[config.mk]
export PLATFORM = sky130hd
export DESIGN_NAME = capture_top
export DESIGN_NICKNAME = d
export VERILOG_FILES = /design/src/capture_pkg.sv /design/src/nco.sv /design/src/sample_packer.sv /design/src/capture_ram.sv /design/src/spi_slave.sv /design/src/cmd_ctrl.sv /design/src/capture_top.sv
export SDC_FILE = /design/constraint.sdc
export NUM_CORES = 2
export LEC_CHECK = 0
export BUFFER_PORTS_ARGS = -buffer_cell sky130_fd_sc_hd__clkbuf_2
export CAP_MARGIN = 20
export CORE_MARGIN = 2
export CORE_UTILIZATION = 40
export DETAILED_ROUTE_END_ITERATION = 8
export PLACE_DENSITY = 0.65
export SETUP_SLACK_MARGIN = 0.05
export SLEW_MARGIN = 15
export SYNTH_ARGS = -nofsm -noshare
export SYNTH_HDL_FRONTEND = slang
export SYNTH_SLANG_ARGS = --single-unit
[constraint.sdc]
create_clock -name clk -period 3.9 [get_ports clk]
set_input_delay 0.195 -clock clk [delete_from_list [all_inputs] [get_ports clk]]
set_output_delay 0.195 -clock clk [all_outputs]
set_load 0.02 [all_outputs]
[src/capture_pkg.sv]
package capture_pkg;

   // frame, sample word and NCO control word all share one width
   localparam int word_w = 16;

   // capture memory size in words
   localparam int ram_depth = 256;

   // one extra bit so that ram_depth itself can be represented (full)
   localparam int ptr_w = 9;

   typedef enum logic [7:0] {
      op_nop         = 8'h00,
      op_init        = 8'h01,
      op_set_freq    = 8'h02,
      op_read_sample = 8'h03
   } opcode_t;

   // host command frame, msb first on the wire
   typedef struct packed {
      logic [2:0] rsvd;
      logic       arm;
      logic       arm_update;
      logic [2:0] led;
      opcode_t    opcode;
   } cmd_t;

   // bit 15 holds the oldest sample of the word
   typedef struct packed {
      logic [word_w-1:0] data;
   } sample_t;

   typedef enum logic {
      st_cmd,
      st_freq_arg
   } ctrl_state_t;

endpackage

[src/nco.sv]
`timescale 1ns/10ps

module nco
   import capture_pkg::*;
(
   input  logic              clk,
   input  logic              rst_n,
   input  logic              clear,
   input  logic [word_w-1:0] freq_word,
   output logic              sample_bit
);

   logic [word_w-1:0] phase_acc;

   // phase restarts from zero on every arm
   always_ff @(posedge clk) begin
      if (!rst_n) begin
         phase_acc <= '0;
      end else if (clear) begin
         phase_acc <= '0;
      end else begin
         phase_acc <= phase_acc + freq_word;
      end
   end

   // square wave is the accumulator msb, straight from the register
   assign sample_bit = phase_acc[word_w-1];

endmodule

[src/sample_packer.sv]
`timescale 1ns/10ps

module sample_packer
   import capture_pkg::*;
(
   input  logic    clk,
   input  logic    rst_n,
   input  logic    clear,
   input  logic    armed,
   input  logic    sample_bit,
   output logic    smp_valid,
   output sample_t smp_data,
   input  logic    smp_ready
);

   logic [word_w-1:0]         shift_reg;
   logic [$clog2(word_w)-1:0] bit_cnt;
   logic                      primed;
   logic                      stall;
   logic                      shift_en;

   // word waiting and nobody taking it
   assign stall    = smp_valid & ~smp_ready;
   assign shift_en = armed & primed & ~stall;

   always_ff @(posedge clk) begin
      if (!rst_n) begin
         bit_cnt   <= '0;
         primed    <= 1'b0;
         smp_valid <= 1'b0;
      end else if (clear) begin
         bit_cnt   <= '0;
         primed    <= 1'b0;
         smp_valid <= 1'b0;
      end else begin
         // nco output still shows the cleared phase for one cycle after clear
         primed <= armed;
         if (smp_valid && smp_ready) begin
            smp_valid <= 1'b0;
         end
         if (shift_en) begin
            bit_cnt <= bit_cnt + 1'b1;
            if (bit_cnt == '1) begin
               smp_valid <= 1'b1;
            end
         end
      end
   end

   always_ff @(posedge clk) begin
      if (clear) begin
         shift_reg <= '0;
      end else if (shift_en) begin
         shift_reg <= {shift_reg[word_w-2:0], sample_bit};
         if (bit_cnt == '1) begin
            smp_data.data <= {shift_reg[word_w-2:0], sample_bit};
         end
      end
   end

   // offered word must not change under back-pressure
   a_hold_stalled: assert property (@(posedge clk) disable iff (!rst_n)
      (smp_valid && !smp_ready && !clear) |=> (smp_valid && $stable(smp_data)));

endmodule

[src/capture_ram.sv]
`timescale 1ns/10ps

module capture_ram
   import capture_pkg::*;
(
   input  logic              clk,
   input  logic              rst_n,
   input  logic              clear,
   input  logic              armed,
   input  logic              smp_valid,
   input  sample_t           smp_data,
   output logic              smp_ready,
   output logic              rd_valid,
   output logic [word_w-1:0] rd_data,
   input  logic              rd_ready
);

   logic [word_w-1:0] mem [ram_depth];
   logic [ptr_w-1:0]  wr_ptr;
   logic [ptr_w-1:0]  rd_ptr;
   logic              wr_en;
   logic              rd_en;

   // top pointer bit set means the memory is full
   assign smp_ready = armed & ~wr_ptr[ptr_w-1];
   assign wr_en     = smp_valid & smp_ready;

   assign rd_valid = (rd_ptr < wr_ptr);
   assign rd_en    = rd_valid & rd_ready;
   assign rd_data  = mem[rd_ptr[ptr_w-2:0]];

   always_ff @(posedge clk) begin
      if (!rst_n) begin
         wr_ptr <= '0;
         rd_ptr <= '0;
      end else if (clear) begin
         wr_ptr <= '0;
         rd_ptr <= '0;
      end else begin
         if (wr_en) begin
            wr_ptr <= wr_ptr + 1'b1;
         end
         if (rd_en) begin
            rd_ptr <= rd_ptr + 1'b1;
         end
      end
   end

   always_ff @(posedge clk) begin
      if (wr_en) begin
         mem[wr_ptr[ptr_w-2:0]] <= smp_data.data;
      end
   end

   // once full, nothing moves the write pointer except a new arm
   a_full_stops: assert property (@(posedge clk) disable iff (!rst_n)
      (wr_ptr == ptr_w'(ram_depth) && !clear) |=> (wr_ptr == ptr_w'(ram_depth)));

   a_rd_behind_wr: assert property (@(posedge clk) disable iff (!rst_n)
      rd_ptr <= wr_ptr);

endmodule

[src/spi_slave.sv]
`timescale 1ns/10ps

module spi_slave
   import capture_pkg::*;
(
   input  logic              clk,
   input  logic              rst_n,
   input  logic              spi_sck,
   input  logic              spi_ss,
   input  logic              spi_mosi,
   output logic              spi_miso,
   output logic              rx_valid,
   output cmd_t              rx_data,
   input  logic              tx_valid,
   input  logic [word_w-1:0] tx_data,
   output logic              tx_ready
);

   // two sync stages plus one history stage for edge detection
   logic [2:0]                sck_sync;
   logic [2:0]                ss_sync;
   logic [1:0]                mosi_sync;
   logic                      sck_rise;
   logic                      sck_fall;
   logic                      ss_fall;
   logic                      ss_low;
   logic [$clog2(word_w)-1:0] bit_cnt;
   logic [word_w-1:0]         rx_shift;
   logic [word_w-1:0]         tx_shift;

   always_ff @(posedge clk) begin
      if (!rst_n) begin
         sck_sync  <= '0;
         ss_sync   <= '1;
         mosi_sync <= '0;
      end else begin
         sck_sync  <= {sck_sync[1:0], spi_sck};
         ss_sync   <= {ss_sync[1:0], spi_ss};
         mosi_sync <= {mosi_sync[0], spi_mosi};
      end
   end

   assign sck_rise = sck_sync[1] & ~sck_sync[2];
   assign sck_fall = ~sck_sync[1] & sck_sync[2];
   assign ss_fall  = ~ss_sync[1] & ss_sync[2];
   assign ss_low   = ~ss_sync[1];

   // response is taken exactly when a new frame opens
   assign tx_ready = ss_fall;

   always_ff @(posedge clk) begin
      if (!rst_n) begin
         bit_cnt  <= '0;
         rx_valid <= 1'b0;
         tx_shift <= '0;
         spi_miso <= 1'b0;
      end else begin
         rx_valid <= 1'b0;
         if (ss_fall) begin
            bit_cnt  <= '0;
            tx_shift <= tx_valid ? tx_data : '0;
            spi_miso <= tx_valid & tx_data[word_w-1];
         end else if (!ss_low) begin
            // idle bus, a short frame is dropped with its count
            spi_miso <= 1'b0;
         end else begin
            if (sck_rise) begin
               bit_cnt <= bit_cnt + 1'b1;
               if (bit_cnt == '1) begin
                  rx_valid <= 1'b1;
               end
            end
            // mode 0: change miso on the falling edge
            if (sck_fall) begin
               tx_shift <= {tx_shift[word_w-2:0], 1'b0};
               spi_miso <= tx_shift[word_w-2];
            end
         end
      end
   end

   // msb first, sampled on the rising edge
   always_ff @(posedge clk) begin
      if (ss_low && sck_rise) begin
         rx_shift <= {rx_shift[word_w-2:0], mosi_sync[1]};
      end
   end

   assign rx_data = cmd_t'(rx_shift);

   a_tx_ready_pulse: assert property (@(posedge clk) disable iff (!rst_n)
      tx_ready |=> !tx_ready);

endmodule

[src/cmd_ctrl.sv]
`timescale 1ns/10ps

module cmd_ctrl
   import capture_pkg::*;
(
   input  logic              clk,
   input  logic              rst_n,
   input  logic              rx_valid,
   input  cmd_t              rx_data,
   output logic              tx_valid,
   output logic [word_w-1:0] tx_data,
   input  logic              tx_ready,
   input  logic              rd_valid,
   input  logic [word_w-1:0] rd_data,
   output logic              rd_ready,
   output logic              arm_pulse,
   output logic              armed,
   output logic [word_w-1:0] freq_word,
   output logic [2:0]        led
);

   ctrl_state_t state;
   cmd_t        cmd_q;
   logic        cmd_pend;

   // frame is registered first, decoded one cycle after rx_valid
   always_ff @(posedge clk) begin
      if (!rst_n) begin
         cmd_pend <= 1'b0;
      end else begin
         cmd_pend <= rx_valid;
      end
   end

   always_ff @(posedge clk) begin
      if (rx_valid) begin
         cmd_q <= rx_data;
      end
   end

   // pop the memory in the decode cycle of a read
   assign rd_ready = cmd_pend && (state == st_cmd) && (cmd_q.opcode == op_read_sample);

   always_ff @(posedge clk) begin
      if (!rst_n) begin
         state     <= st_cmd;
         tx_valid  <= 1'b0;
         tx_data   <= '0;
         arm_pulse <= 1'b0;
         armed     <= 1'b0;
         freq_word <= '0;
         led       <= '0;
      end else begin
         arm_pulse <= 1'b0;
         if (tx_ready) begin
            tx_valid <= 1'b0;
         end
         if (cmd_pend) begin
            // every frame queues a response, zero unless a read succeeds
            tx_valid <= 1'b1;
            tx_data  <= '0;
            if (state == st_freq_arg) begin
               freq_word <= cmd_q;
               state     <= st_cmd;
            end else begin
               case (cmd_q.opcode)
                  op_init: begin
                     led <= cmd_q.led;
                     if (cmd_q.arm_update) begin
                        armed     <= cmd_q.arm;
                        arm_pulse <= cmd_q.arm;
                     end
                  end
                  op_set_freq: begin
                     state <= st_freq_arg;
                  end
                  op_read_sample: begin
                     if (rd_valid) begin
                        tx_data <= rd_data;
                     end
                  end
                  default: begin
                     // nop and unknown opcodes only answer zero
                     tx_data <= '0;
                  end
               endcase
            end
         end
      end
   end

endmodule

[src/capture_top.sv]
`timescale 1ns/10ps

module capture_top
   import capture_pkg::*;
(
   input  logic clk,
   input  logic rst_n,
   input  logic spi_sck,
   input  logic spi_ss,
   input  logic spi_mosi,
   output logic spi_miso,
   output logic led_r,
   output logic led_g,
   output logic led_b
);

   logic              sample_bit;
   logic              smp_valid;
   sample_t           smp_data;
   logic              smp_ready;
   logic              rd_valid;
   logic [word_w-1:0] rd_data;
   logic              rd_ready;
   logic              rx_valid;
   cmd_t              rx_data;
   logic              tx_valid;
   logic [word_w-1:0] tx_data;
   logic              tx_ready;
   logic              arm_pulse;
   logic              armed;
   logic [word_w-1:0] freq_word;
   logic [2:0]        led;

   assign led_r = led[0];
   assign led_g = led[1];
   assign led_b = led[2];

   // producer side
   nco u_nco (
      .clk(clk), .rst_n(rst_n), .clear(arm_pulse), .freq_word(freq_word),
      .sample_bit(sample_bit)
   );

   sample_packer u_packer (
      .clk(clk), .rst_n(rst_n), .clear(arm_pulse), .armed(armed), .sample_bit(sample_bit),
      .smp_valid(smp_valid), .smp_data(smp_data), .smp_ready(smp_ready)
   );

   capture_ram u_ram (
      .clk(clk), .rst_n(rst_n), .clear(arm_pulse), .armed(armed),
      .smp_valid(smp_valid), .smp_data(smp_data), .smp_ready(smp_ready),
      .rd_valid(rd_valid), .rd_data(rd_data), .rd_ready(rd_ready)
   );

   // host side
   spi_slave u_spi (
      .clk(clk), .rst_n(rst_n),
      .spi_sck(spi_sck), .spi_ss(spi_ss), .spi_mosi(spi_mosi), .spi_miso(spi_miso),
      .rx_valid(rx_valid), .rx_data(rx_data),
      .tx_valid(tx_valid), .tx_data(tx_data), .tx_ready(tx_ready)
   );

   cmd_ctrl u_ctrl (
      .clk(clk), .rst_n(rst_n), .rx_valid(rx_valid), .rx_data(rx_data),
      .tx_valid(tx_valid), .tx_data(tx_data), .tx_ready(tx_ready),
      .rd_valid(rd_valid), .rd_data(rd_data), .rd_ready(rd_ready),
      .arm_pulse(arm_pulse), .armed(armed), .freq_word(freq_word), .led(led)
   );

endmodule

==> metrics <==
Max H-tree Level=5; number of ports placed on the die boundary=9; setup-violating endpoint count in the final report=0; placed instance count=13,300; synthesis-stage register bit count=4,276; Tot GR Track Use=0.203; clock share of power=0.446; first-pass GRT wire length=610,000 µm; CTS tree=yes; Synth async-reset ratio=0; worst-path cell chain=buf_12, buf_12, buf_12, mux4_2, mux4_2, a22o_1, a2111oi_2, buf_4, a211oi_1, a32o_1; maximum cell stage delay along the critical path=0.79 ns; accumulated negative setup slack=0 ns; Crit. path cell count=10; status=finished, final reports clean; count of mapped cells out of synthesis=7,578; drt total wl=432,000 µm; worst min path class=primary input to register; average instance area after synthesis=21.7 µm²; root buf cell=clkbuf_16; global route total overflow=0; leading cell types by total area after synthesis=edfxtp_1 76%, mux4_2 14%, dfxtp_1 1.6%, mux2i_1 1.6%, nor2_1 0.82%; clock-pin transition on the worst setup and hold timing paths=0.06 ns; summed instance area of the synthesized netlist=164,000 µm²; net count reported at finish=8,358; timing-limited maximum frequency=266 MHz; max reg flops=4,096; routed length per placed instance=30.6 µm; Yosys top cell by area=edfxtp_1; clock tree skew after final layout=0.0796 ns; Power Density=472 nW/µm²; Unique masters post-synth=75; CP max FO=17; Worst EP arrival=4.65 ns; slack of the worst reg-to-reg path=0.14 ns; row cnt=235; post-synth top area share=0.757; count of input and output buffers=8; Min Clock Period, post-route=3.76 ns; area overhead of the layout relative to synthesis=15.6%; number of antenna-violating nets in the routed design=0; gate family responsible for the most delay along the worst path=compound AO/OA/AOI/OAI gates; share of post-route cells with drive strength above 1=0.294; starting DRC count in detailed routing=11,600; width of the die=645 µm; DR vias=82,700; detailed placement HPWL=262,000 µm; Top FF cell, synth=edfxtp_1; Yosys warning total=0; weighted congestion at the end of routability-driven global placement=0.857; pin count of the biggest net entering global routing=211; most frequent cell on the critical path=buf_12; Die Area=416,000 µm²; Max transition margin=0.206; Residual DRC=0; net count after synthesis=7,614; Seq/Total Area, Yosys=0.773; end of the critical path=u_ctrl.tx_data[11]; insertion delay to the later sink of the worst-skew pair=1.01 ns; cell internal pwr=72.4 mW; Comb pwr share=0.001; number of clock buffers inserted by TritonCTS=418; switching power=17.3 mW; worst reg2reg endpoint=u_ctrl.tx_data[11]; worst supply voltage drop on vdd=0.425 mV; via count of the first global-routing pass=81,800; effective utilization at floorplan=0.402; slew at the pin closest to its max-slew limit=1.19 ns; max-cap violations=0; largest buffer count on any clock path=4; number of vias per cell after detailed routing=5.86; antenna violations before repair=28; number of enable flip-flop cells after synthesis=4,144; Initial DRT Pass Iterations=9; endpoint type of the worst setup path=register; height of the die=645 µm; Crit Path Class=register to register; setup repair after global routing missed its margin=false; switching share of total power=0.193; cell count of the worst reg-to-reg path=10; LEAKAGE=65.0 nW; Worst setup SP type=register; sequential share of power=0.553; Final Slew Violations=0; Core Footprint=409,000 µm²; number of inserted filler cells in the final layout=33,300; CP bufs+invs=4; Sinks on Clock Net=4,276; non-filler instance count after layout=14,100; final worst-path cycle share=0.965; required time reported for the critical path endpoint=4.78 ns; Hold Vio Cnt, Final=0; Crit-path slowest cell=a2111oi_2
-- metal layers --
metal  part of all wire  GRT usage  vias to the layer above
met4              0.034     0.0636                        6
met3               0.10     0.0392                      688
met2               0.47      0.320                     4459
met1               0.39      0.287                    44300
li1                   -          -                    33300
met5            0.00016          0                        -
-- Yosys cell counts (48+ instances only) --
cell      count
mux2i_1     262
a211oi_1     66
nand2_1     269
buf_2       120
nor2_1      358
mux4_2     1034
o22ai_1      88
buf_4        81
o21ai_0      83
nand3_1      68
a22oi_1      48
edfxtp_1   4144
dfxtp_1     132
clkbuf_1    166
a21oi_1      84
-- power groups by stage --
stage	sequential, mW	combinational (mW)	clock, mW
floorplan	50.6	0.0478	0
global placement	50.6	0.0690	0
detailed placement	50.6	0.0713	0
CTS	49.6	0.0802	40.5
global route	49.6	0.0887	42.3
finish	49.6	0.0822	40.0
-- how the worst min path moves through the flow --
| stage | from | end | slack, ns | depth (start not counted) |
|---|---|---|---|---|
| 2_1_floorplan | spi_ss | u_spi.ss_sync[0] | 0.30 | 1 |
| 3_3_place_gp | spi_ss | u_spi.ss_sync[0] | 0.41 | 2 |
| 3_5_place_dp | spi_ss | u_spi.ss_sync[0] | 0.39 | 2 |
| 4_1_cts | rst_n | u_spi.ss_sync[1] | 0.11 | 3 |
| 5_1_grt | rst_n | u_spi.ss_sync[1] | 0.21 | 3 |
| 6_report | rst_n | u_spi.ss_sync[1] | 0.17 | 3 |
-- area by class of cell --
class / count / area, µm² / share of cell area
inverters: 25 / 95.1 / 0.000501
flip-flops and latches: 4276 / 127000 / 0.669
diodes: 7 / 17.5 / 0.0000922
clock inverters: 251 / 2510 / 0.0132
well taps: 5451 / 6820 / 0.0359
multi-input cells: 2850 / 35100 / 0.185
repair buffers: 751 / 7130 / 0.0376
clock buffers: 517 / 11100 / 0.0585
-- per-stage QoR --
step / instance area (µm²) / util / setup slack [ns] / hold slack, ns / power [mW]
5_1_grt: 190000 / 0.464 / 0.0713 / 0.210 / 92.0
4_1_cts: 190000 / 0.464 / 0.150 / 0.115 / 90.2
3_3_place_gp: 176000 / 0.430 / -0.0563 / 0.405 / 50.6
2_1_floorplan: 164000 / - / -0.146 / 0.296 / 50.6
6_report: 190000 / 0.464 / 0.137 / 0.172 / 89.7
3_5_place_dp: 176000 / 0.430 / -0.0355 / 0.388 / 50.6
-- worst reg2reg max path: stages, from the launching register on --
cell       delay [ns]
dfxtp_4          0.40
buf_12           0.14
buf_12           0.17
buf_12           0.21
mux4_2           0.52
mux4_2           0.50
a22o_1           0.37
a2111oi_2        0.80
buf_4            0.26
a211oi_1         0.05
a32o_1           0.29
-- kinds of logic (layout without fill, tap and decap cells) --
kind of cell | Yosys count | after routing | share of synthesized area
AOI/OAI and AO/OA | 558 | 558 | 0.0234
DFF | 4276 | 4276 | 0.773
adders and majority gates | 31 | 31 | 0.00241
and+or+nand+nor | 899 | 899 | 0.0242
xor gates and xnor gates | 26 | 26 | 0.00139
buffers and inverters | 452 | 1544 | 0.0149
other | 0 | 7 | 0
muxes | 1336 | 1336 | 0.160
-- repair_timing --
action | CTS | global route
resized for setup | 1 | 5
endpoints found under the setup margin | 1 | 1
endpoints found under the hold margin | 49 | 0
setup buffers | 3 | 3
hold buffers | 10 | 0
pin swaps | 0 | 2
-- placed cells by master, fill, tap and decap left out, types with 80 or more instances in the layout --
master	count
a21oi_1	84
buf_12	116
buf_4	612
clkbuf_16	423
clkinv_1	84
clkinv_2	89
dfxtp_1	126
edfxtp_1	4144
mux2i_1	262
mux4_2	1034
nand2_1	268
nor2_1	277
nor2_2	80
o21ai_0	82
o22ai_1	88
(Power assumes the default switching activity.)
